<file path="src/verilog/icache_consts.svh">
`ifndef ICACHE_CONSTS_SVH
`define ICACHE_CONSTS_SVH

// fetch address split: tag | index | offset
`define ICACHE_ADDR_W 32
`define ICACHE_TAG_W 23
`define ICACHE_INDEX_W 6
`define ICACHE_OFFSET_W 3

// two ways of 64 sets, one 8-byte line each
`define ICACHE_SETS 64
`define ICACHE_LINE_W 64

// pending fetch addresses
`define FETCH_QUEUE_DEPTH 4

`endif

</file>
<file path="src/verilog/icache_pkg.sv">
`include "icache_consts.svh"

package icache_pkg;

    // field view of a fetch address, msb first
    typedef struct packed {
        logic [`ICACHE_TAG_W-1:0]    tag;
        logic [`ICACHE_INDEX_W-1:0]  index;
        logic [`ICACHE_OFFSET_W-1:0] offset;
    } addr_fields_t;

    // raw word for the queue and refill path, fields for the cache
    typedef union packed {
        logic [`ICACHE_ADDR_W-1:0] raw;
        addr_fields_t              f;
    } fetch_addr_t;

    typedef enum logic [2:0] {
        IDLE,
        LOOKUP,
        RESPOND,
        MISS,
        REPLACE
    } cache_state_t;

endpackage

</file>
<file path="src/verilog/refill_if.sv">
`include "icache_consts.svh"

interface refill_if;

    logic                       req;
    icache_pkg::fetch_addr_t    addr;
    logic                       valid;
    logic [`ICACHE_LINE_W-1:0]  data;

    // req held for the whole miss
    modport cache (
        output req,
        output addr,
        input  valid,
        input  data
    );

    modport memory (
        input  req,
        input  addr,
        output valid,
        output data
    );

endinterface

</file>
<file path="src/verilog/refill_unit.sv">
`include "icache_consts.svh"

module refill_unit (
    input  logic                      clk,
    input  logic                      rst,
    refill_if.memory                  refill,
    output logic                      mem_req,
    output logic [`ICACHE_ADDR_W-1:0] mem_addr,
    input  logic                      mem_rvalid,
    input  logic [`ICACHE_LINE_W-1:0] mem_rdata
);

    typedef enum logic [1:0] {
        R_IDLE,
        R_WAIT,
        R_RETURN
    } refill_state_t;

    refill_state_t             state;
    logic                      req_d;
    logic                      start;
    logic [`ICACHE_ADDR_W-1:0] addr_q;
    logic [`ICACHE_LINE_W-1:0] line_q;

    // new miss on the rising edge of req
    assign start = refill.req && !req_d;

    assign mem_req      = (state == R_WAIT);
    assign mem_addr     = addr_q;
    assign refill.valid = (state == R_RETURN);
    assign refill.data  = line_q;

    always_ff @(posedge clk) begin
        if (rst) begin
            state <= R_IDLE;
            req_d <= 1'b0;
        end else begin
            req_d <= refill.req;
            case (state)
                R_IDLE: if (start) state <= R_WAIT;
                R_WAIT: if (mem_rvalid) state <= R_RETURN;
                default: state <= R_IDLE;
            endcase
        end
    end

    // line-aligned address, line captured on return
    always_ff @(posedge clk) begin
        if (state == R_IDLE && start) begin
            addr_q <= {refill.addr.raw[`ICACHE_ADDR_W-1:`ICACHE_OFFSET_W],
                       {`ICACHE_OFFSET_W{1'b0}}};
        end
        if (state == R_WAIT && mem_rvalid) begin
            line_q <= mem_rdata;
        end
    end

    assert property (@(posedge clk) disable iff (rst)
        (mem_req && !mem_rvalid) |=> (mem_req && $stable(mem_addr)))
        else $error("memory address changed during a pending read");

endmodule
</file>
<file path="src/flat_wrapper.sv">
// flat-port wrapper written by rule: the top's interface ports become plain ports
module refill_unit_flat 
  (clk, rst, mem_req, mem_addr, mem_rvalid, mem_rdata, refill_req, refill_addr, refill_valid, refill_data);
  refill_if refill_i ();
  input  logic clk;
  input  logic rst;
  output logic mem_req;
  output logic [`ICACHE_ADDR_W-1:0] mem_addr;
  input  logic mem_rvalid;
  input  logic [`ICACHE_LINE_W-1:0] mem_rdata;
  input wire logic [$bits(refill_i.req)-1:0] refill_req;
  input wire logic [$bits(refill_i.addr)-1:0] refill_addr;
  output wire logic [$bits(refill_i.valid)-1:0] refill_valid;
  output wire logic [$bits(refill_i.data)-1:0] refill_data;
  assign refill_i.req = refill_req;
  assign refill_i.addr = refill_addr;
  assign refill_valid = refill_i.valid;
  assign refill_data = refill_i.data;
  refill_unit u_core (.clk(clk), .rst(rst), .refill(refill_i), .mem_req(mem_req), .mem_addr(mem_addr), .mem_rvalid(mem_rvalid), .mem_rdata(mem_rdata));
endmodule
</file>
<file path="config.mk">
export PLATFORM = sky130hd
export DESIGN_NAME = refill_unit_flat
export DESIGN_NICKNAME = d
export VERILOG_FILES = /design/src/verilog/icache_pkg.sv /design/src/verilog/refill_if.sv /design/src/verilog/refill_unit.sv /design/src/flat_wrapper.sv
export VERILOG_INCLUDE_DIRS = /design/src /design/src/verilog
export SDC_FILE = /design/constraint.sdc
export NUM_CORES = 1
export LEC_CHECK = 0
export BUFFER_PORTS_ARGS = -buffer_cell sky130_fd_sc_hd__buf_2
export CELL_PAD_IN_SITES_DETAIL_PLACEMENT = 1
export CELL_PAD_IN_SITES_GLOBAL_PLACEMENT = 2
export CORE_MARGIN = 2
export CORE_UTILIZATION = 25
export CTS_BUF_LIST = sky130_fd_sc_hd__clkbuf_2
export CTS_CLUSTER_SIZE = 16
export DETAILED_ROUTE_END_ITERATION = 10
export GPL_TIMING_DRIVEN = 1
export PLACE_DENSITY = 0.78
export RECOVER_POWER = 50
export REMOVE_ABC_BUFFERS = 1
export SYNTH_ARGS = -nofsm -noshare
export SYNTH_HDL_FRONTEND = slang
export SYNTH_SLANG_ARGS = --single-unit
export TNS_END_PERCENT = 100
</file>
<file path="constraint.sdc">
create_clock -name clk -period 4.9 [get_ports clk]
set_input_delay 0.49 -clock clk [delete_from_list [all_inputs] [get_ports clk]]
set_output_delay 0.49 -clock clk [all_outputs]
set_load 0.05 [all_outputs]
</file>
Yosys cells after proc, flatten, opt, wreduce, memory -nomap -nowiden
Cells that the tools add are included.
- register bits: 96
- input bits: 100
- output and inout port bits: 98
- logic and storage cells: 17
- equal/unequal tests: 4
- multiplexer cells: 3
- reductions and logical operators: 6
- operators with widths (kind ; count):
    2-bit 2-to-1 mux ; 2
    2-bit by 1-bit inequality test with 1-bit output (second input constant) ; 2
    2-bit one-hot mux with 2 select lines ; 1
    1-bit logical AND ; 3
    2-bit by 1-bit equality test with 1-bit output (second input constant) ; 1
    2-bit equality test (second input constant) ; 1
    2-bit logical NOT ; 1
    2-bit AND reduction ; 1
    1-bit logical NOT ; 1

Longest topological paths before layout
- depth after elaboration: 4
- depth in mapped cells: 2
- gate-level depth less buffers: 2

Worst setup path after synthesis
OpenSTA, ideal clock, no wires.
- path type: in2reg
- start point: in refill_req
- end point: reg u_core.addr_q[10], in the netlist u_core.mem_addr[10] (enable)
- setup time: 0.499 ns
- arrival: 3.503 ns
- data required time: 4.401 ns
- setup slack: 0.898 ns
- stages on the path: 1
- path buffers: 0
- path through: nor4b_1
- word-level cells in the longest chain between the ends: 2
- RTL lines (element ; RTL line ; text):
    from (decl) ; flat_wrapper.sv:11 ; input wire logic [$bits(refill_i.req)-1:0] refill_req;
    1-bit logical AND ; refill_unit.sv:26 ; assign start = refill.req && !req_d;
    1-bit logical AND ; refill_unit.sv:49 ; if (state == R_IDLE && start) begin
    to (signal assigned) ; refill_unit.sv:50 ; addr_q <= {refill.addr.raw[`ICACHE_ADDR_W-1:`ICACHE_OFFSET_W],
    to (decl) ; refill_unit.sv:22 ; logic [`ICACHE_ADDR_W-1:0] addr_q;
No other way between the ends.
A chain may end at the register's enable or synchronous reset.

Worst setup path after layout
- start point: reg u_core.state[1]
- end point: reg u_core.addr_q[11], in the netlist u_core.mem_addr[11] (enable)
- word-level cells in the longest chain between the ends: 2
- RTL lines (element ; RTL line ; text):
    from (decl) ; refill_unit.sv:19 ; refill_state_t state;
    from (signal assigned) ; refill_unit.sv:35 ; state <= R_IDLE;
    from (signal assigned) ; refill_unit.sv:40 ; R_IDLE: if (start) state <= R_WAIT;
    from (signal assigned) ; refill_unit.sv:41 ; R_WAIT: if (mem_rvalid) state <= R_RETURN;
    2-bit logical NOT ; refill_unit.sv:49 ;
    1-bit logical AND ; refill_unit.sv:49 ;
No other way between the ends.

==> results.tsv <==
metric	value	unit
Int Pwr	1.05	mW
most used flip-flop cell after synthesis	sky130_fd_sc_hd__edfxtp_1	
portion of synthesized cell area occupied by the leading cell type	94.6	%
clock skew after layout	0.0206	ns
detail-routed via count per cell	4.04	
proportion of layout cells with a drive suffix above 1	62.6	%
final worst slack	2.73	ns
count of distinct cell types in the synthesized netlist	11	
part of the total power dissipated in the clock network	20.3	%
endpoints failing setup	0	
Placed Cells	444	
CTS resizes	0	
Initial Utilization	25.7	%
reg2reg path depth	2	
critical path capture point type	flop	
Required @ worst endpoint	5.08	ns
residual antenna-violating net count after detailed routing	0	
critical path launch point type	flop	
routed length per instance	16.0	um
number of buffers added on ports	191	
first-pass GRT wire length	10.7	mm
Combinational Power Share	14.1	%
CTS Buf Count	9	
launch instance of the worst min-delay path	mem_rdata[49]	
Hold Path Depth	1	
launch instance of the worst register-to-register path	u_core.state[1]	
core region area	11500	um^2
standard-cell row count	39	
Iter 0 DRT Violations	81	
Net count, final	416	
filler cell count in the final layout	1242	
Avg Inst Size Synth	27.1	um^2
power per standard cell area	346	nW/um^2
number of enable-type register cells in the synthesized netlist	93	
TritonCTS clock tree	done	
share of synthesized area occupied by flip-flops and latches	96.7	%
top cells by area, synth	sky130_fd_sc_hd__edfxtp_1 95%, sky130_fd_sc_hd__dfxtp_1 2.0%, sky130_fd_sc_hd__buf_4 0.76%	
post-route fraction of the period consumed by the critical path	44.3	%
Max rail drop VDD	138	uV
switching portion of total power	27.6	%
final global-route overflow total	0	
CTS Root Cell	sky130_fd_sc_hd__clkbuf_2	
count of yosys warnings during synthesis	0	
full die area	12700	um^2
r2r endpoint	u_core.mem_addr[11]	
combined area of the multi-input logic cells	80.1	um^2
Die Y-Extent	113	um
max-slew violation total from the final report	0	
clock latency of the later-clocked register in the worst-skew pair	0.56	ns
synth-to-layout area growth	41.5	%
pin count of the biggest net entering global routing	66	
via count of the first global-routing pass	1962	
Routability Congestion	0.719	
final wirelength	7.41	mm
most frequently used cell type in the post-synthesis netlist	sky130_fd_sc_hd__edfxtp_1	
WHS Endpoint	u_core.refill.data[49]	
Post-DP Area	4090	um^2
worst hold path type	input port to flop	
initial antenna violation count	1	
First-pass DRT Iterations	2	
worst setup slack after placement	3.05	ns
CTS Buffer Depth	2	
count of vias placed by the detailed router	1867	
max_slew headroom	2.08	%
maximum fanout along the worst path	29	
arrival time reported for the critical path endpoint	2.35	ns
number of standard cells after synthesis	109	
Synth top cells by count	93 x sky130_fd_sc_hd__edfxtp_1, 3 x sky130_fd_sc_hd__buf_4, 3 x sky130_fd_sc_hd__dfxtp_1, 3 x sky130_fd_sc_hd__nor2b_1	
crit path time final	2.17	ns
number of standard cells in the final layout excluding fillers	462	
library cell with the largest summed area after synthesis	sky130_fd_sc_hd__edfxtp_1	
flip-flop and latch count after synthesis	96	
Fmax	461	MHz
area taken by flip-flops and latches	2850	um^2
RSZ-0062 raised after global routing	false	
residual DRC count	0	
Layout Cell Area excl Fill	4180	um^2
Leak	1.73	nW
share of total power in sequential cells	65.6	%
number of top-level pins	198	
Tightest Pin Transition	1.47	ns
Final Core Density	36.4	%
worst setup slack for register-to-register paths	2.73	ns
type of the setup path with the least slack	flop to flop	
result of the run	finished, final reports clean	
total number of clock tree sinks	96	
Die X	113	um
count of final hold-check violations	0	
final setup TNS	0	ns
total of max-cap violations	0	
maximum level of the CTS H-tree	3	
switching power summed over all nets	0.399	mW
clock transition at the registers of the reported paths	0.23	ns
All-Layer GR Usage	11.6	%
post-synthesis instance area	2950	um^2
post-synthesis async set-or-reset flop share	0	%
==> metal layers <==
layer	vias to the layer above	share of wire, %	global-route usage (%)
met1	865	37	12.7
li1	840	-	-
met2	149	46	17.5
met4	0	2.5	7.07
met3	13	14	6.53
met5	-	0	0
==> worst max-delay path by stage <==
stage | startpoint | endpoint | slack (ns) | cells past startpoint
floorplan | refill_req | u_core.mem_addr[10] | 0.90 | 1
global placement | mem_rvalid | u_core.refill.data[45] | 3.09 | 3
detailed placement | mem_rvalid | u_core.refill.data[6] | 3.05 | 3
CTS | u_core.state[1] | refill_valid | 2.91 | 2
global route | u_core.state[1] | u_core.mem_addr[26] | 2.54 | 2
finish | u_core.state[1] | u_core.mem_addr[11] | 2.73 | 2
==> timing repair <==
item,in CTS,in global routing
hold buffers,0,4
endpoints found under the hold margin,0,4
buffers inserted,0,0
==> critical path, stage by stage (launching register included) <==
cell                       delay [ns]
sky130_fd_sc_hd__dfxtp_1         0.39
sky130_fd_sc_hd__nor4b_1         0.30
sky130_fd_sc_hd__clkbuf_1        1.10
==> cells by family (layout without fill, tap and decap cells) <==
kind of cell / count (synthesis) / in the layout / synth area share [%]
flip-flops: 96 / 96 / 96.7
AND/OR/NAND/NOR: 8 / 8 / 2.04
buffers and inverters: 3 / 210 / 0.763
other: 1 / 4 / 0.127
AO/OA/AOI/OAI: 1 / 1 / 0.424
==> cell usage in the layout (no fill, tap or decap) <==
cell and count:
sky130_fd_sc_hd__diode_2 1, sky130_fd_sc_hd__or3b_1 1, sky130_fd_sc_hd__or2b_1 1, sky130_fd_sc_hd__nor4b_1 1, sky130_fd_sc_hd__clkbuf_1 6, sky130_fd_sc_hd__dlygate4sd3_1 4, sky130_fd_sc_hd__edfxtp_1 93, sky130_fd_sc_hd__conb_1 3
sky130_fd_sc_hd__nor2b_1 3, sky130_fd_sc_hd__a211oi_1 1, sky130_fd_sc_hd__clkinv_2 1, sky130_fd_sc_hd__dfxtp_1 3, sky130_fd_sc_hd__and2b_1 1, sky130_fd_sc_hd__buf_2 186, sky130_fd_sc_hd__clkinv_1 2, sky130_fd_sc_hd__and3b_2 1
sky130_fd_sc_hd__buf_4 1, sky130_fd_sc_hd__clkbuf_2 10
==> sequential cells by signal, summed over array words and instances, names as in the netlist <==
signal,count
u_core.refill.data,64
u_core.mem_addr,29
u_core.state,2
u_core.req_d,1
==> power by group through the flow <==
stage          registers (mW)  logic [mW]  clock network, mW
6_report                0.949       0.203              0.294
5_1_grt                 0.953       0.214              0.345
4_1_cts                 0.950       0.206              0.319
3_5_place_dp            0.968       0.206                  0
3_3_place_gp            0.966       0.201                  0
2_1_floorplan            1.08      0.0232                  0
==> final cells by class <==
class	instances	share of cell area [%]
clock buffers	10	1.20
repair buffers	197	24.0
flip-flops and latches	96	68.3
clock inverters	3	0.299
diodes	1	0.0599
well taps	143	4.28
multi-input cells	12	1.92
==> per-stage QoR <==
stage / hold slack, ns / power (mW)
after floorplan: 0.455 / 1.10
after global placement: 0.495 / 1.17
after detailed placement: 0.518 / 1.17
after CTS: 0.00854 / 1.47
after global routing: -0.000798 / 1.51
final: 0.0824 / 1.45
No activity file was read; power rests on OpenSTA's default activity.
