<file path="config.mk">
export PLATFORM = sky130hd
export DESIGN_NAME = fetch_queue_flat
export DESIGN_NICKNAME = d
export VERILOG_FILES = /design/src/verilog/icache_pkg.sv /design/src/verilog/cache_req_if.sv /design/src/verilog/fetch_queue.sv /design/src/flat_wrapper.sv
export VERILOG_INCLUDE_DIRS = /design/src /design/src/verilog
export SDC_FILE = /design/constraint.sdc
export NUM_CORES = 1
export LEC_CHECK = 0
export BUFFER_PORTS_ARGS = -buffer_cell sky130_fd_sc_hd__buf_4
export CAP_MARGIN = 20
export CELL_PAD_IN_SITES_DETAIL_PLACEMENT = 0
export CELL_PAD_IN_SITES_GLOBAL_PLACEMENT = 1
export CORE_MARGIN = 2
export CORE_UTILIZATION = 42
export DETAILED_ROUTE_END_ITERATION = 8
export PLACE_DENSITY_LB_ADDON = 0.1
export RECOVER_POWER = 50
export SETUP_SLACK_MARGIN = 0.1
export SLEW_MARGIN = 40
export SYNTH_ARGS = -nofsm -noshare
export SYNTH_HDL_FRONTEND = slang
export SYNTH_SLANG_ARGS = --single-unit
</file>
<file path="constraint.sdc">
create_clock -name clk -period 4 [get_ports clk]
set_input_delay 0.8 -clock clk [delete_from_list [all_inputs] [get_ports clk]]
set_output_delay 0.8 -clock clk [all_outputs]
set_load 0.02 [all_outputs]
</file>
<file path="src/verilog/icache_consts.svh">
`ifndef ICACHE_CONSTS_SVH
`define ICACHE_CONSTS_SVH

// fetch address split: tag | index | offset
`define ICACHE_ADDR_W 32
`define ICACHE_TAG_W 23
`define ICACHE_INDEX_W 6
`define ICACHE_OFFSET_W 3

// two ways of 64 sets, one 8-byte line each
`define ICACHE_SETS 64
`define ICACHE_LINE_W 64

// pending fetch addresses
`define FETCH_QUEUE_DEPTH 4

`endif

</file>
<file path="src/verilog/icache_pkg.sv">
`include "icache_consts.svh"

package icache_pkg;

    // field view of a fetch address, msb first
    typedef struct packed {
        logic [`ICACHE_TAG_W-1:0]    tag;
        logic [`ICACHE_INDEX_W-1:0]  index;
        logic [`ICACHE_OFFSET_W-1:0] offset;
    } addr_fields_t;

    // raw word for the queue and refill path, fields for the cache
    typedef union packed {
        logic [`ICACHE_ADDR_W-1:0] raw;
        addr_fields_t              f;
    } fetch_addr_t;

    typedef enum logic [2:0] {
        IDLE,
        LOOKUP,
        RESPOND,
        MISS,
        REPLACE
    } cache_state_t;

endpackage

</file>
<file path="src/verilog/cache_req_if.sv">
interface cache_req_if;

    logic                    valid;
    icache_pkg::fetch_addr_t addr;
    logic                    addr_ok;
    logic                    data_ok;
    logic [31:0]             rdata;

    // fetch queue side
    modport producer (
        output valid,
        output addr,
        input  addr_ok,
        input  data_ok,
        input  rdata
    );

    modport cache (
        input  valid,
        input  addr,
        output addr_ok,
        output data_ok,
        output rdata
    );

endinterface

</file>
<file path="src/verilog/fetch_queue.sv">
`include "icache_consts.svh"

module fetch_queue (
    input  logic                    clk,
    input  logic                    rst,
    input  logic                    fetch_valid,
    input  icache_pkg::fetch_addr_t fetch_addr,
    output logic                    fetch_ready,
    cache_req_if.producer           cache
);

    localparam int DEPTH = `FETCH_QUEUE_DEPTH;
    localparam int PTR_W = $clog2(DEPTH);

    logic [`ICACHE_ADDR_W-1:0] buf_mem [DEPTH];
    logic [PTR_W-1:0]          wr_ptr;
    logic [PTR_W-1:0]          rd_ptr;
    logic [PTR_W:0]            count;
    logic                      outstanding;
    logic                      ready_en;
    logic                      full;
    logic                      push;
    logic                      pop;

    function automatic logic [PTR_W-1:0] next_ptr(input logic [PTR_W-1:0] ptr);
        if (ptr == PTR_W'(DEPTH - 1)) begin
            return '0;
        end
        return ptr + 1'b1;
    endfunction

    assign full        = (count == (PTR_W + 1)'(DEPTH));
    assign fetch_ready = ready_en && !full;
    assign push        = fetch_valid && fetch_ready;
    assign pop         = cache.valid && cache.addr_ok;

    // offer the head only when nothing is in flight
    assign cache.valid = (count != '0) && !outstanding;
    assign cache.addr  = buf_mem[rd_ptr];

    always_ff @(posedge clk) begin
        if (push) begin
            buf_mem[wr_ptr] <= fetch_addr.raw;
        end
    end

    always_ff @(posedge clk) begin
        if (rst) begin
            wr_ptr      <= '0;
            rd_ptr      <= '0;
            count       <= '0;
            outstanding <= 1'b0;
            ready_en    <= 1'b0;
        end else begin
            ready_en <= 1'b1;
            if (push) begin
                wr_ptr <= next_ptr(wr_ptr);
            end
            if (pop) begin
                rd_ptr <= next_ptr(rd_ptr);
            end
            count <= count + {{PTR_W{1'b0}}, push} - {{PTR_W{1'b0}}, pop};
            // cleared by the cache's data_ok
            if (pop) begin
                outstanding <= 1'b1;
            end else if (cache.data_ok) begin
                outstanding <= 1'b0;
            end
        end
    end

    // a write into a full buffer would push the count past the depth
    assert property (@(posedge clk) disable iff (rst)
        (count <= (PTR_W + 1)'(DEPTH)) && (!full || (wr_ptr == rd_ptr)))
        else $error("fetch queue overfilled or pointers out of step with the count");

endmodule

</file>
<file path="src/flat_wrapper.sv">
// flat-port wrapper written by rule: the top's interface ports become plain ports
module fetch_queue_flat 
  (clk, rst, fetch_valid, fetch_addr, fetch_ready, cache_valid, cache_addr, cache_addr_ok, cache_data_ok, cache_rdata);
  cache_req_if cache_i ();
  input  logic clk;
  input  logic rst;
  input  logic fetch_valid;
  input  icache_pkg::fetch_addr_t fetch_addr;
  output logic fetch_ready;
  output wire logic [$bits(cache_i.valid)-1:0] cache_valid;
  output wire logic [$bits(cache_i.addr)-1:0] cache_addr;
  input wire logic [$bits(cache_i.addr_ok)-1:0] cache_addr_ok;
  input wire logic [$bits(cache_i.data_ok)-1:0] cache_data_ok;
  input wire logic [$bits(cache_i.rdata)-1:0] cache_rdata;
  assign cache_valid = cache_i.valid;
  assign cache_addr = cache_i.addr;
  assign cache_i.addr_ok = cache_addr_ok;
  assign cache_i.data_ok = cache_data_ok;
  assign cache_i.rdata = cache_rdata;
  fetch_queue u_core (.clk(clk), .rst(rst), .fetch_valid(fetch_valid), .fetch_addr(fetch_addr), .fetch_ready(fetch_ready), .cache(cache_i));
endmodule
</file>
# ---- Word level (Yosys, flattened, before mapping)
# Memory sizes are Yosys's and may differ from the RTL's. A register that Yosys moved wholly into a read port is not among the register bits.
# Index checks and enable logic that the tools add are counted.
dict set report totals {
  regBits 9
  mem_bits_rw 128
  inputBits 69
  out_inout_bits 34
  wordCells 38
  n_memories 1
}
dict set report classes {
  addsub 4
  n_eq_ne 3
  muxes 17
  reduce_logical 8
}
# name depth word_bits read_ports rd_ports_with_merged_regs write_ports line_no
set memory_table {}
lappend memory_table {u_core.buf_mem 4 32 1 1 1 fetch_queue.sv:15} ;# logic [`ICACHE_ADDR_W-1:0] buf_mem [DEPTH];
# op n
set ops {}
lappend ops {{2-bit 2-to-1 mux} 6}
lappend ops {{1-bit 2-to-1 mux} 11}
lappend ops {{2-bit by 1-bit adder with 2-bit output, second input constant} 2}
lappend ops {{2-bit == test, second input constant} 2}
lappend ops {{1-bit logical AND} 4}
lappend ops {{3-bit by 1-bit adder with 3-bit output} 1}
lappend ops {{3-bit == test, second input constant} 1}
lappend ops {{3-bit nonzero test} 1}
lappend ops {{3-bit by 1-bit subtractor with 3-bit output} 1}
lappend ops {{1-bit zero test} 2}
lappend ops {{2-bit nonzero test} 1}

# ---- Longest topological paths before layout
# Gate-level depths: netlist (run 1).
dict set report depth {
  ltp_word 8
  mapped_depth 10
  depth_no_buf 9
}

# ---- Least setup slack after synthesis (run 1)
# Ideal clock, no wire load.
dict set report synth_path {
  path_kind {input -> register}
  startpoint {input cache_addr_ok}
  endpoint {register u_core.count[2]}
  setup_time_ns 0.078
  arrival_ns 2.386
  path_slack_ns 1.536
  path_stages 10
  path_cell_list {inv_1 > or3_1 > buf_6 > xnor2_1 > ha_1 > inv_1 > fa_1 > xor2_1 > and2_1 > nor3_1}
}
dict set report synth_between {
  elab_chain_len 2
}
# element line_no
set synth_lines {}
lappend synth_lines {{start: declaration} flat_wrapper.sv:12} ;# input wire logic [$bits(cache_i.addr_ok)-1:0] cache_addr_ok;
lappend synth_lines {{1-bit logical AND} fetch_queue.sv:35} ;# assign pop = cache.valid && cache.addr_ok;
lappend synth_lines {{3-bit by 1-bit subtractor with 3-bit output} fetch_queue.sv:62} ;# count <= count + {{PTR_W{1'b0}}, push} - {{PTR_W{1'b0}}, pop};
lappend synth_lines {{end signal: assignment} fetch_queue.sv:62}
lappend synth_lines {{end: declaration} fetch_queue.sv:18} ;# logic [PTR_W:0] count;
# Every way passes these cells.
# A chain may end at the register's enable or synchronous reset.

==> results_dict.tcl, run 1 <==
set metrics [dict create \
    cts.sinks 139 \
    antenna_found_initial 0 \
    hold_depth 2 \
    syn_area_per_cell_um2 22.6 \
    ys_seq_area_frac 0.784 \
    synth_area_um2 5190 \
    die_x_um 115 \
    drv_cap 1 \
    p_leak_nw 2.09 \
    fp.dieArea_um2 13300 \
    final_cell_mix "edfxtp_1, buf_4, clkbuf_1" \
    seq_area_um2 4070 \
    wl_per_cell_um 18.5 \
    cts_tree "done" \
    fin_crit_sh 0.738 \
    clkTransAtPathRegs_ns 0.06 \
    routed-via-count 2383 \
    hold_path_class "reg2reg" \
    ff2ff_path_depth 2 \
    power_mw 4.13 \
    fin_skew_ns 0.00600 \
    syn_nets 305 \
    synthCells 229 \
    synth-main-ff-cell "edfxtp_1" \
    fill_cells 969 \
    hold_ws_ns 0.493 \
    synth_warnings 0 \
    post_cts_buffers 0 \
    grt_pass1_vias 2493 \
    hold_viol 0 \
    final_nets 386 \
    synth_edf_count 128 \
    grt_pass1_wl_mm 13.3 \
    drtAntennaViolNets 0 \
    initial_core_util 0.432 \
    track_usage 0.144 \
    status "finished with violations" \
    arrival_ns 2.15 \
    syn_to_final_growth_pct 22.0 \
    n_antenna_cell 0 \
    finalCriticalPeriod_ns 2.95 \
    worstPathMaxFanout 17 \
    setup_viol 0 \
    required_ns 3.20 \
    insertion_delay_ns 0.41 \
    grt_max_degree 33 \
    maxSlewHeadroom -0.114 \
    design_area_um2 6320 \
    viasPerCell 5.07 \
    start_kind "flip-flop" \
    routed_wl_mm 8.70 \
    dr.pass1.iters 4 \
    cellPowerDensity_nw_per_um2 653 \
    ys_types 27 \
    final_common_cell "edfxtp_1" \
    ys_async_sr_fraction 0 \
    io_buffers 70 \
    maxSlewViolCount 33 \
    post-dp-hpwl_mm 4.97 \
    r2r_slack_ns 1.59 \
    cts_hold_buf 0 \
    violations "max-capacitance violations, max-slew violations" \
    setup_tns_ns 0 \
    ys_ff_latch 139 \
    clock.fmax_mhz 339 \
    grt-ovfl-total 0 \
    drtIter0Drc 95 \
    cts_buffers 17 \
    ir_drop_uv 320 \
    crit_type "reg2out" \
    num_rows 40 \
    cts_htree_levels 4 \
    placed_cell_area_um2 5870 \
    io_pins 103 \
    gp_congestion 0.675 \
    crit-reg2reg-launch "u_core.ready_en" \
    post_cts_resized 0 \
    cts_buffer_depth 2 \
    die_h_um 115 \
    root_buffer "clkbuf_16" \
    cp-end-kind "output pin" \
    multi_input_area_um2 1050 \
    drive_gt1_frac 0.322 \
    hold_start "u_core.rd_ptr[1]" \
    rsz0062_at_grt "no" \
    core_area_um2 12000 \
    r2r-end "u_core.buf_mem[1][28]" \
    max_slew.worst_pin.slew_ns 1.67 \
    drc 0 \
]
-- power breakdown --
part | switching [mW] | internal (mW)
Clock | 0.559 | 0.969
Sequential | 0.0944 | 1.68
Combinational | 0.410 | 0.417
Total | 1.06 | 3.07
-- per-layer routing --
| layer | GRT usage | wire length, um | up-vias |
|---|---|---|---|
| met5 | 0 | 0 | - |
| met4 | 0.0795 | 195 | 0 |
| met3 | 0.0490 | 365 | 18 |
| met2 | 0.225 | 4310 | 59 |
| met1 | 0.177 | 3820 | 1195 |
| li1 | - | - | 1111 |
-- sequential cells by signal, summed over array words and instances (netlist names), named ones only --
name,cells
u_core.buf_mem,128
u_core.count,3
u_core.outstanding,1
u_core.rd_ptr,2
u_core.ready_en,1
u_core.wr_ptr,2
-- area by class of cell --
type	instances	share of cell area
repair buffers	71	0.0667
well taps	147	0.0291
clock inverters	14	0.0241
flip-flops and latches	139	0.643
clock buffers	18	0.0679
multi-input cells	76	0.166
inverters	5	0.00297
-- worst max-delay path by stage --
| stage | from | end | slack, ns |
|---|---|---|---|
| 3_5_place_dp | cache_addr_ok | u_core.count[2] | 1.32 |
| 3_3_place_gp | cache_addr_ok | u_core.count[2] | 1.35 |
| 4_1_cts | flip-flop | cache_addr[15] | 0.95 |
| 5_1_grt | flip-flop | cache_addr[19] | 0.89 |
| 6_report | flip-flop | cache_addr[15] | 1.05 |
| 2_1_floorplan | cache_addr_ok | u_core.count[2] | 1.54 |
-- synthesized netlist by cell type (3+ instances only) --
| cell | n | share of area |
|---|---|---|
| and2_1 | 3 | 0.0036 |
| and3_1 | 4 | 0.0048 |
| buf_2 | 4 | 0.0039 |
| buf_6 | 4 | 0.0087 |
| dfxtp_1 | 11 | 0.042 |
| edfxtp_1 | 128 | 0.74 |
| ha_1 | 6 | 0.014 |
| inv_1 | 5 | 0.0036 |
| mux4_2 | 32 | 0.14 |
| nand2_1 | 3 | 0.0022 |
| nor2_1 | 5 | 0.0036 |
| nor3_1 | 3 | 0.0029 |
| o21ai_0 | 3 | 0.0029 |
-- worst max-delay path, cell delays in order (launching register included) --
cell and delay, ns:
dfxtp_2 0.73, buf_12 0.27, mux4_2 0.55, buf_4 0.18
-- cell families (layout without fill, tap and decap cells) --
kind of cell / count (synthesis) / count (layout) / synth area share
adder cells (fa/ha/maj): 7 / 7 / 0.0183
AND/OR/NAND/NOR: 26 / 26 / 0.0270
buffers and inverters: 14 / 108 / 0.0169
flip-flops: 139 / 139 / 0.784
XOR/XNOR: 2 / 2 / 0.00338
multiplexers: 34 / 34 / 0.143
AO/OA/AOI/OAI: 7 / 7 / 0.00796
-- stage by stage --
stage | util | cells | setup slack (ns)
5_1_grt | 0.527 | 470 | 0.889
3_3_place_gp | 0.487 | 438 | 1.35
2_1_floorplan | - | 229 | 1.54
6_report | 0.527 | 470 | 1.05
3_5_place_dp | 0.489 | 438 | 1.32
4_1_cts | 0.537 | 470 | 0.953
No activity file was read; power rests on OpenSTA's default activity.
==> run 2, diff against run 1 <==
Clock period 4 ns to 2.7 ns, I/O delays scaled along.
==> run 2 against run 1 <==
Compared with the run above:
- the flow now finishes without violations
- via count increased by 0.29%
- cell count increased by 0.85%
- register-to-register slack got worse by 1.1 ns
- critical path depth unchanged
- core utilization about the same
- first-iteration DRC count increased by 34%
- critical endpoint is now cache_addr[14]
- largest power group unchanged
==> results_dict.tcl, run 2 (synthesis results as in run 1) <==
set metrics [dict create \
    grt_pass1_vias 2565 \
    final_nets 392 \
    crit_chain "buf_12 -> mux4_2 -> buf_4" \
    swShare 0.256 \
    io_pins 103 \
    cts_hold_buf 0 \
    io_buffers 70 \
    finalCriticalPeriod_ns 2.31 \
    grt-ovfl-total 0 \
    cellPowerDensity_nw_per_um2 930 \
    start_kind "flip-flop" \
    routed_wl_mm 8.62 \
    wl_per_cell_um 18.2 \
    cts_htree_levels 4 \
    design_area_um2 6320 \
    hold_path_class "in2reg" \
    cts_buffers 17 \
    regMostFlops "u_core.buf_mem" \
    drtIter0Drc 127 \
    p_leak_nw 2.10 \
    drive_gt1_frac 0.300 \
    cts_buffer_depth 2 \
    hold_viol 0 \
    syn_to_final_growth_pct 21.9 \
    fin_crit_sh 0.857 \
    fill_cells 983 \
    clkTransAtPathRegs_ns 0.05 \
    initial_core_util 0.432 \
    ir_drop_uv 436 \
    slowest_stage "mux4_2" \
    antenna_found_initial 0 \
    cts_tree "done" \
    cp-end-kind "output pin" \
    die_h_um 115 \
    routed-via-count 2390 \
    post_cts_buffers 0 \
    final_cell_mix "edfxtp_1, clkbuf_1, buf_4" \
    viasPerCell 5.04 \
    drv_cap 0 \
    largest_reg_flops 128 \
    track_usage 0.144 \
    seq_area_um2 4070 \
    grt_pass1_wl_mm 13.5 \
    insertion_delay_ns 0.41 \
    final_cells 474 \
    max_slew.worst_pin.slew_ns 0.922 \
    clkPwrFrac 0.338 \
    grt_max_degree 33 \
    required_ns 2.16 \
    top_regs "u_core.buf_mem x128, u_core.count x3" \
    clock.fmax_mhz 432 \
    drc 0 \
    dp.cells 444 \
    p_comb_frac 0.224 \
    post-dp-hpwl_mm 5.23 \
    fin_skew_ns 0.00971 \
    dr.pass1.iters 4 \
    final_common_cell "edfxtp_1" \
    placed_cell_area_um2 5950 \
    worstPathMaxFanout 32 \
    multi_input_area_um2 1040 \
    maxSlewHeadroom 0.385 \
    fp.dieArea_um2 13300 \
    status "finished clean" \
    core_area_um2 12000 \
    die_x_um 115 \
    post_cts_resized 0 \
    worst_slack_ns 0.386 \
    cellInternalPower_mw 4.37 \
    p_seq_frac 0.437 \
    cts.sinks 139 \
    root_buffer "clkbuf_16" \
    setup_viol 0 \
    rsz0062_at_grt "no" \
    n_antenna_cell 0 \
    setup_tns_ns 0 \
    crit_path_max_incr_delay_ns 0.56 \
    arrival_ns 1.77 \
    drtAntennaViolNets 0 \
    gp_congestion 0.670 \
    hold_ws_ns 0.376 \
    maxSlewViolCount 0 \
    dp_slack_ns 0.427 \
    crit_type "reg2out" \
    num_rows 40 \
    switching_power_mw 1.51 \
]
run 2: changes by cell type in the layout (fill, tap and decap cells not counted), moves of 3 or more:
| cell | before | now |
|---|---|---|
| and3_4 | 3 | 0 |
| buf_12 | 1 | 5 |
| clkbuf_1 | 34 | 41 |
| clkinv_2 | 4 | 0 |
| clkinvlp_4 | 3 | 0 |
run 2: worst paths after layout:
check / from / end / slack, ns / depth (start not counted)
setup / recovery: flip-flop / cache_addr[14] / 0.39 / 3
hold / removal: fetch_addr[11] / u_core.buf_mem[2][11] / 0.38 / 1
setup reg to reg: u_core.count[1] / u_core.count[2] / 0.52 / 8
hold reg to reg: u_core.outstanding / u_core.outstanding / 0.51 / 2
run 2: metrics by stage:
step	power [mW]	util
2_1_floorplan	3.50	-
3_3_place_gp	3.98	0.495
3_5_place_dp	3.98	0.495
4_1_cts	5.99	0.537
5_1_grt	6.16	0.526
6_report	5.88	0.526
run 2: power groups by stage:
stage,Combinational [mW],Clock (mW),Sequential (mW)
3_3_place_gp,1.37,0,2.61
6_report,1.32,1.99,2.57
3_5_place_dp,1.37,0,2.61
5_1_grt,1.44,2.14,2.58
4_1_cts,1.38,2.04,2.57
2_1_floorplan,0.920,0,2.58
run 2: area by class of cell:
class / count / area share
repair buffers: 77 / 0.0812
multi-input cells: 76 / 0.164
clock inverters: 6 / 0.00772
inverters: 5 / 0.00297
clock buffers: 24 / 0.0715
well taps: 147 / 0.0291
flip-flops and latches: 139 / 0.643
run 2: critical path: cells and delay by family (launching register included):
family | cells | cell delay [ns]
buffers and inverters | 2 | 0.45
flip-flops | 1 | 0.34
multiplexers | 1 | 0.56
run 2: metal layers:
| metal | vias up | routed length, um | track usage | share of wire |
|---|---|---|---|---|
| met5 | - | 0 | 0 | 0 |
| met4 | 0 | 131 | 0.0651 | 0.015 |
| met3 | 11 | 520 | 0.0559 | 0.060 |
| met2 | 68 | 4170 | 0.221 | 0.48 |
| met1 | 1186 | 3800 | 0.184 | 0.44 |
| li1 | 1125 | - | - | - |
==> run 3, diff against run 2 <==
Settings changed: ABC_AREA from default to 1, CORE_UTILIZATION 42 to 40.
==> run 3 against run 2 <==
Compared with the run above:
- global-route usage rose by 1.2 points
- power grew 14%
- clock skew fell by 0.0025 ns
- critical path type unchanged
- critical endpoint is now cache_addr[27]
==> results_dict.tcl, run 3 <==
set metrics [dict create \
    status "finished clean" \
    clock.fmax_mhz 415 \
    regMostFlops "u_core.buf_mem" \
    post_cts_buffers 0 \
    gp_congestion 0.691 \
    grt_max_degree 65 \
    rsz0062_at_grt "no" \
    viasPerCell 4.86 \
    synthCells 383 \
    drc 0 \
    io_pins 103 \
    post_cts_resized 0 \
    cts_buffers 17 \
    grt_pass1_wl_mm 16.4 \
    grt-ovfl-total 0 \
    drive_gt1_frac 0.158 \
    cts_tree "done" \
    ys_types 24 \
    maxSlewViolCount 0 \
    fp.dieArea_um2 14300 \
    n_antenna_cell 0 \
    worstPathMaxFanout 30 \
    track_usage 0.157 \
    syn_nets 459 \
    start_kind "flip-flop" \
    cp-end-kind "output pin" \
    clkTransAtPathRegs_ns 0.05 \
    setup_viol 0 \
    yosysTopAreaCell "edfxtp_1" \
    cts_hold_buf 0 \
    crit_path_max_incr_delay_ns 0.52 \
    grt_util_met1 0.186 \
    slowest_stage "dfxtp_2" \
    hold_ws_ns 0.380 \
    final_cell_mix "edfxtp_1, nor2_1, buf_4" \
    core_area_um2 13100 \
    drtIter0Drc 197 \
    drv_cap 0 \
    yosysMostFrequentCell "edfxtp_1" \
    path_buf_inv 2 \
    synth_common_cells "edfxtp_1, nor2_1, o21ai_0, o22ai_1, o21ai_1" \
    max_slew.worst_pin.slew_ns 0.841 \
    insertion_delay_ns 0.41 \
    fin_skew_ns 0.00717 \
    final_common_cell "edfxtp_1" \
    cts_buffer_depth 2 \
    ir_drop_uv 483 \
    power_mw 6.68 \
    ys_ff_latch 139 \
    antenna_found_initial 0 \
    synth_area_leaders "edfxtp_1, nor2_1, dfxtp_1" \
    num_rows 42 \
    dr.pass1.iters 6 \
    fin_crit_sh 0.893 \
    cts.sinks 139 \
    fill_cells 1214 \
    final_nets 540 \
    die_h_um 120 \
    largest_reg_flops 128 \
    routed_wl_mm 10.6 \
    critPathTopFamily "buffers and inverters" \
    synth_warnings 0 \
    grtUsageMet2 0.265 \
    cts_htree_levels 4 \
    syn_to_final_growth_pct 20.9 \
    routed-via-count 3169 \
    initial_core_util 0.407 \
    synth_edf_count 128 \
    maxSlewHeadroom 0.437 \
    post-dp-hpwl_mm 6.19 \
    ys_seq_area_frac 0.760 \
    hold_viol 0 \
    crit_chain "buf_4 -> o21ai_0 -> o22ai_1 -> buf_4" \
    grt.met3_usage 0.0490 \
    ys_async_sr_fraction 0 \
    drtAntennaViolNets 0 \
    cellPowerDensity_nw_per_um2 1030 \
    setup_tns_ns 0 \
    p_leak_nw 2.27 \
    cp_common_cell "buf_4" \
    grt_pass1_vias 3112 \
    synth_top_area_share 0.719 \
    grt_most_used_layer "met2" \
    finalCriticalPeriod_ns 2.41 \
    io_buffers 70 \
    crit_type "reg2out" \
    hold_path_class "in2reg" \
    root_buffer "clkbuf_16" \
    arrival_ns 1.87 \
    syn_area_per_cell_um2 14.0 \
    top_regs "u_core.buf_mem x128, u_core.count x3" \
    synth_area_um2 5340 \
    synth-main-ff-cell "edfxtp_1" \
    required_ns 2.16 \
    wl_per_cell_um 16.3 \
    die_x_um 120 \
]
-- run 3: cell count changes after synthesis, sizes merged, moves of 9 or more --
| cell | delta |
|---|---|
| nor2 | +81 |
| o21ai | +61 |
| mux4 | -32 |
| o22ai | +32 |
| inv | +11 |
| buf | +10 |
| nand2 | +9 |
-- run 3: per-layer routing --
metal  vias to the layer above  wire (um)
met5                         -          0
li1                       1560          -
met4                         0        132
met1                      1544       4670
met2                        56       5490
met3                         9        331
-- run 3: cell type report --
| class | instances | area [um2] | area share |
|---|---|---|---|
| flip-flops and latches | 139 | 4070 | 0.629 |
| multi-input cells | 209 | 1050 | 0.163 |
| repair buffers | 81 | 493 | 0.0763 |
| clock buffers | 19 | 433 | 0.0670 |
| well taps | 176 | 220 | 0.0341 |
| clock inverters | 12 | 130 | 0.0201 |
| inverters | 16 | 67.6 | 0.0105 |
-- run 3: power breakdown --
part           internal [mW]  switching [mW]
Sequential              2.51          0.0822
Clock                   1.42           0.792
Combinational          0.688            1.19
Total                   4.61            2.06
-- run 3: kinds of logic after synthesis --
group / Yosys count / share of synthesized area
AO/OA/AOI/OAI: 99 / 0.101
flip-flops: 139 / 0.760
XOR/XNOR: 2 / 0.00328
AND/OR/NAND/NOR: 101 / 0.0756
adder cells (fa/ha/maj): 7 / 0.0178
buffers and inverters: 35 / 0.0421
-- run 3: final timing paths --
| path | start | endpoint | slack (ns) | cells after the start |
|---|---|---|---|---|
| worst max-delay path | flip-flop | cache_addr[27] | 0.29 | 4 |
| worst min-delay path | rst | u_core.outstanding | 0.38 | 2 |
| worst max register to register | u_core.count[1] | u_core.buf_mem[0][29] | 0.35 | 5 |
| worst min register to register | u_core.count[1] | u_core.count[2] | 0.54 | 2 |
-- run 3: stage by stage --
step | util | std cells | worst slack (ns) | cell area (um2)
after floorplan | - | 383 | 0.213 | 5340
after CTS | 0.504 | 652 | 0.259 | 6620
after detailed placement | 0.461 | 621 | 0.607 | 6060
after global placement | 0.461 | 621 | 0.615 | 6060
after global routing | 0.492 | 652 | 0.130 | 6460
final | 0.492 | 652 | 0.289 | 6460
-- run 3: worst reg2reg max path, cell delays in order, from the launching register on --
cell	delay, ns
dfxtp_1	0.39
nor2_1	0.12
nand2_1	0.07
nand3_1	0.36
nor2_1	0.80
buf_12	0.30
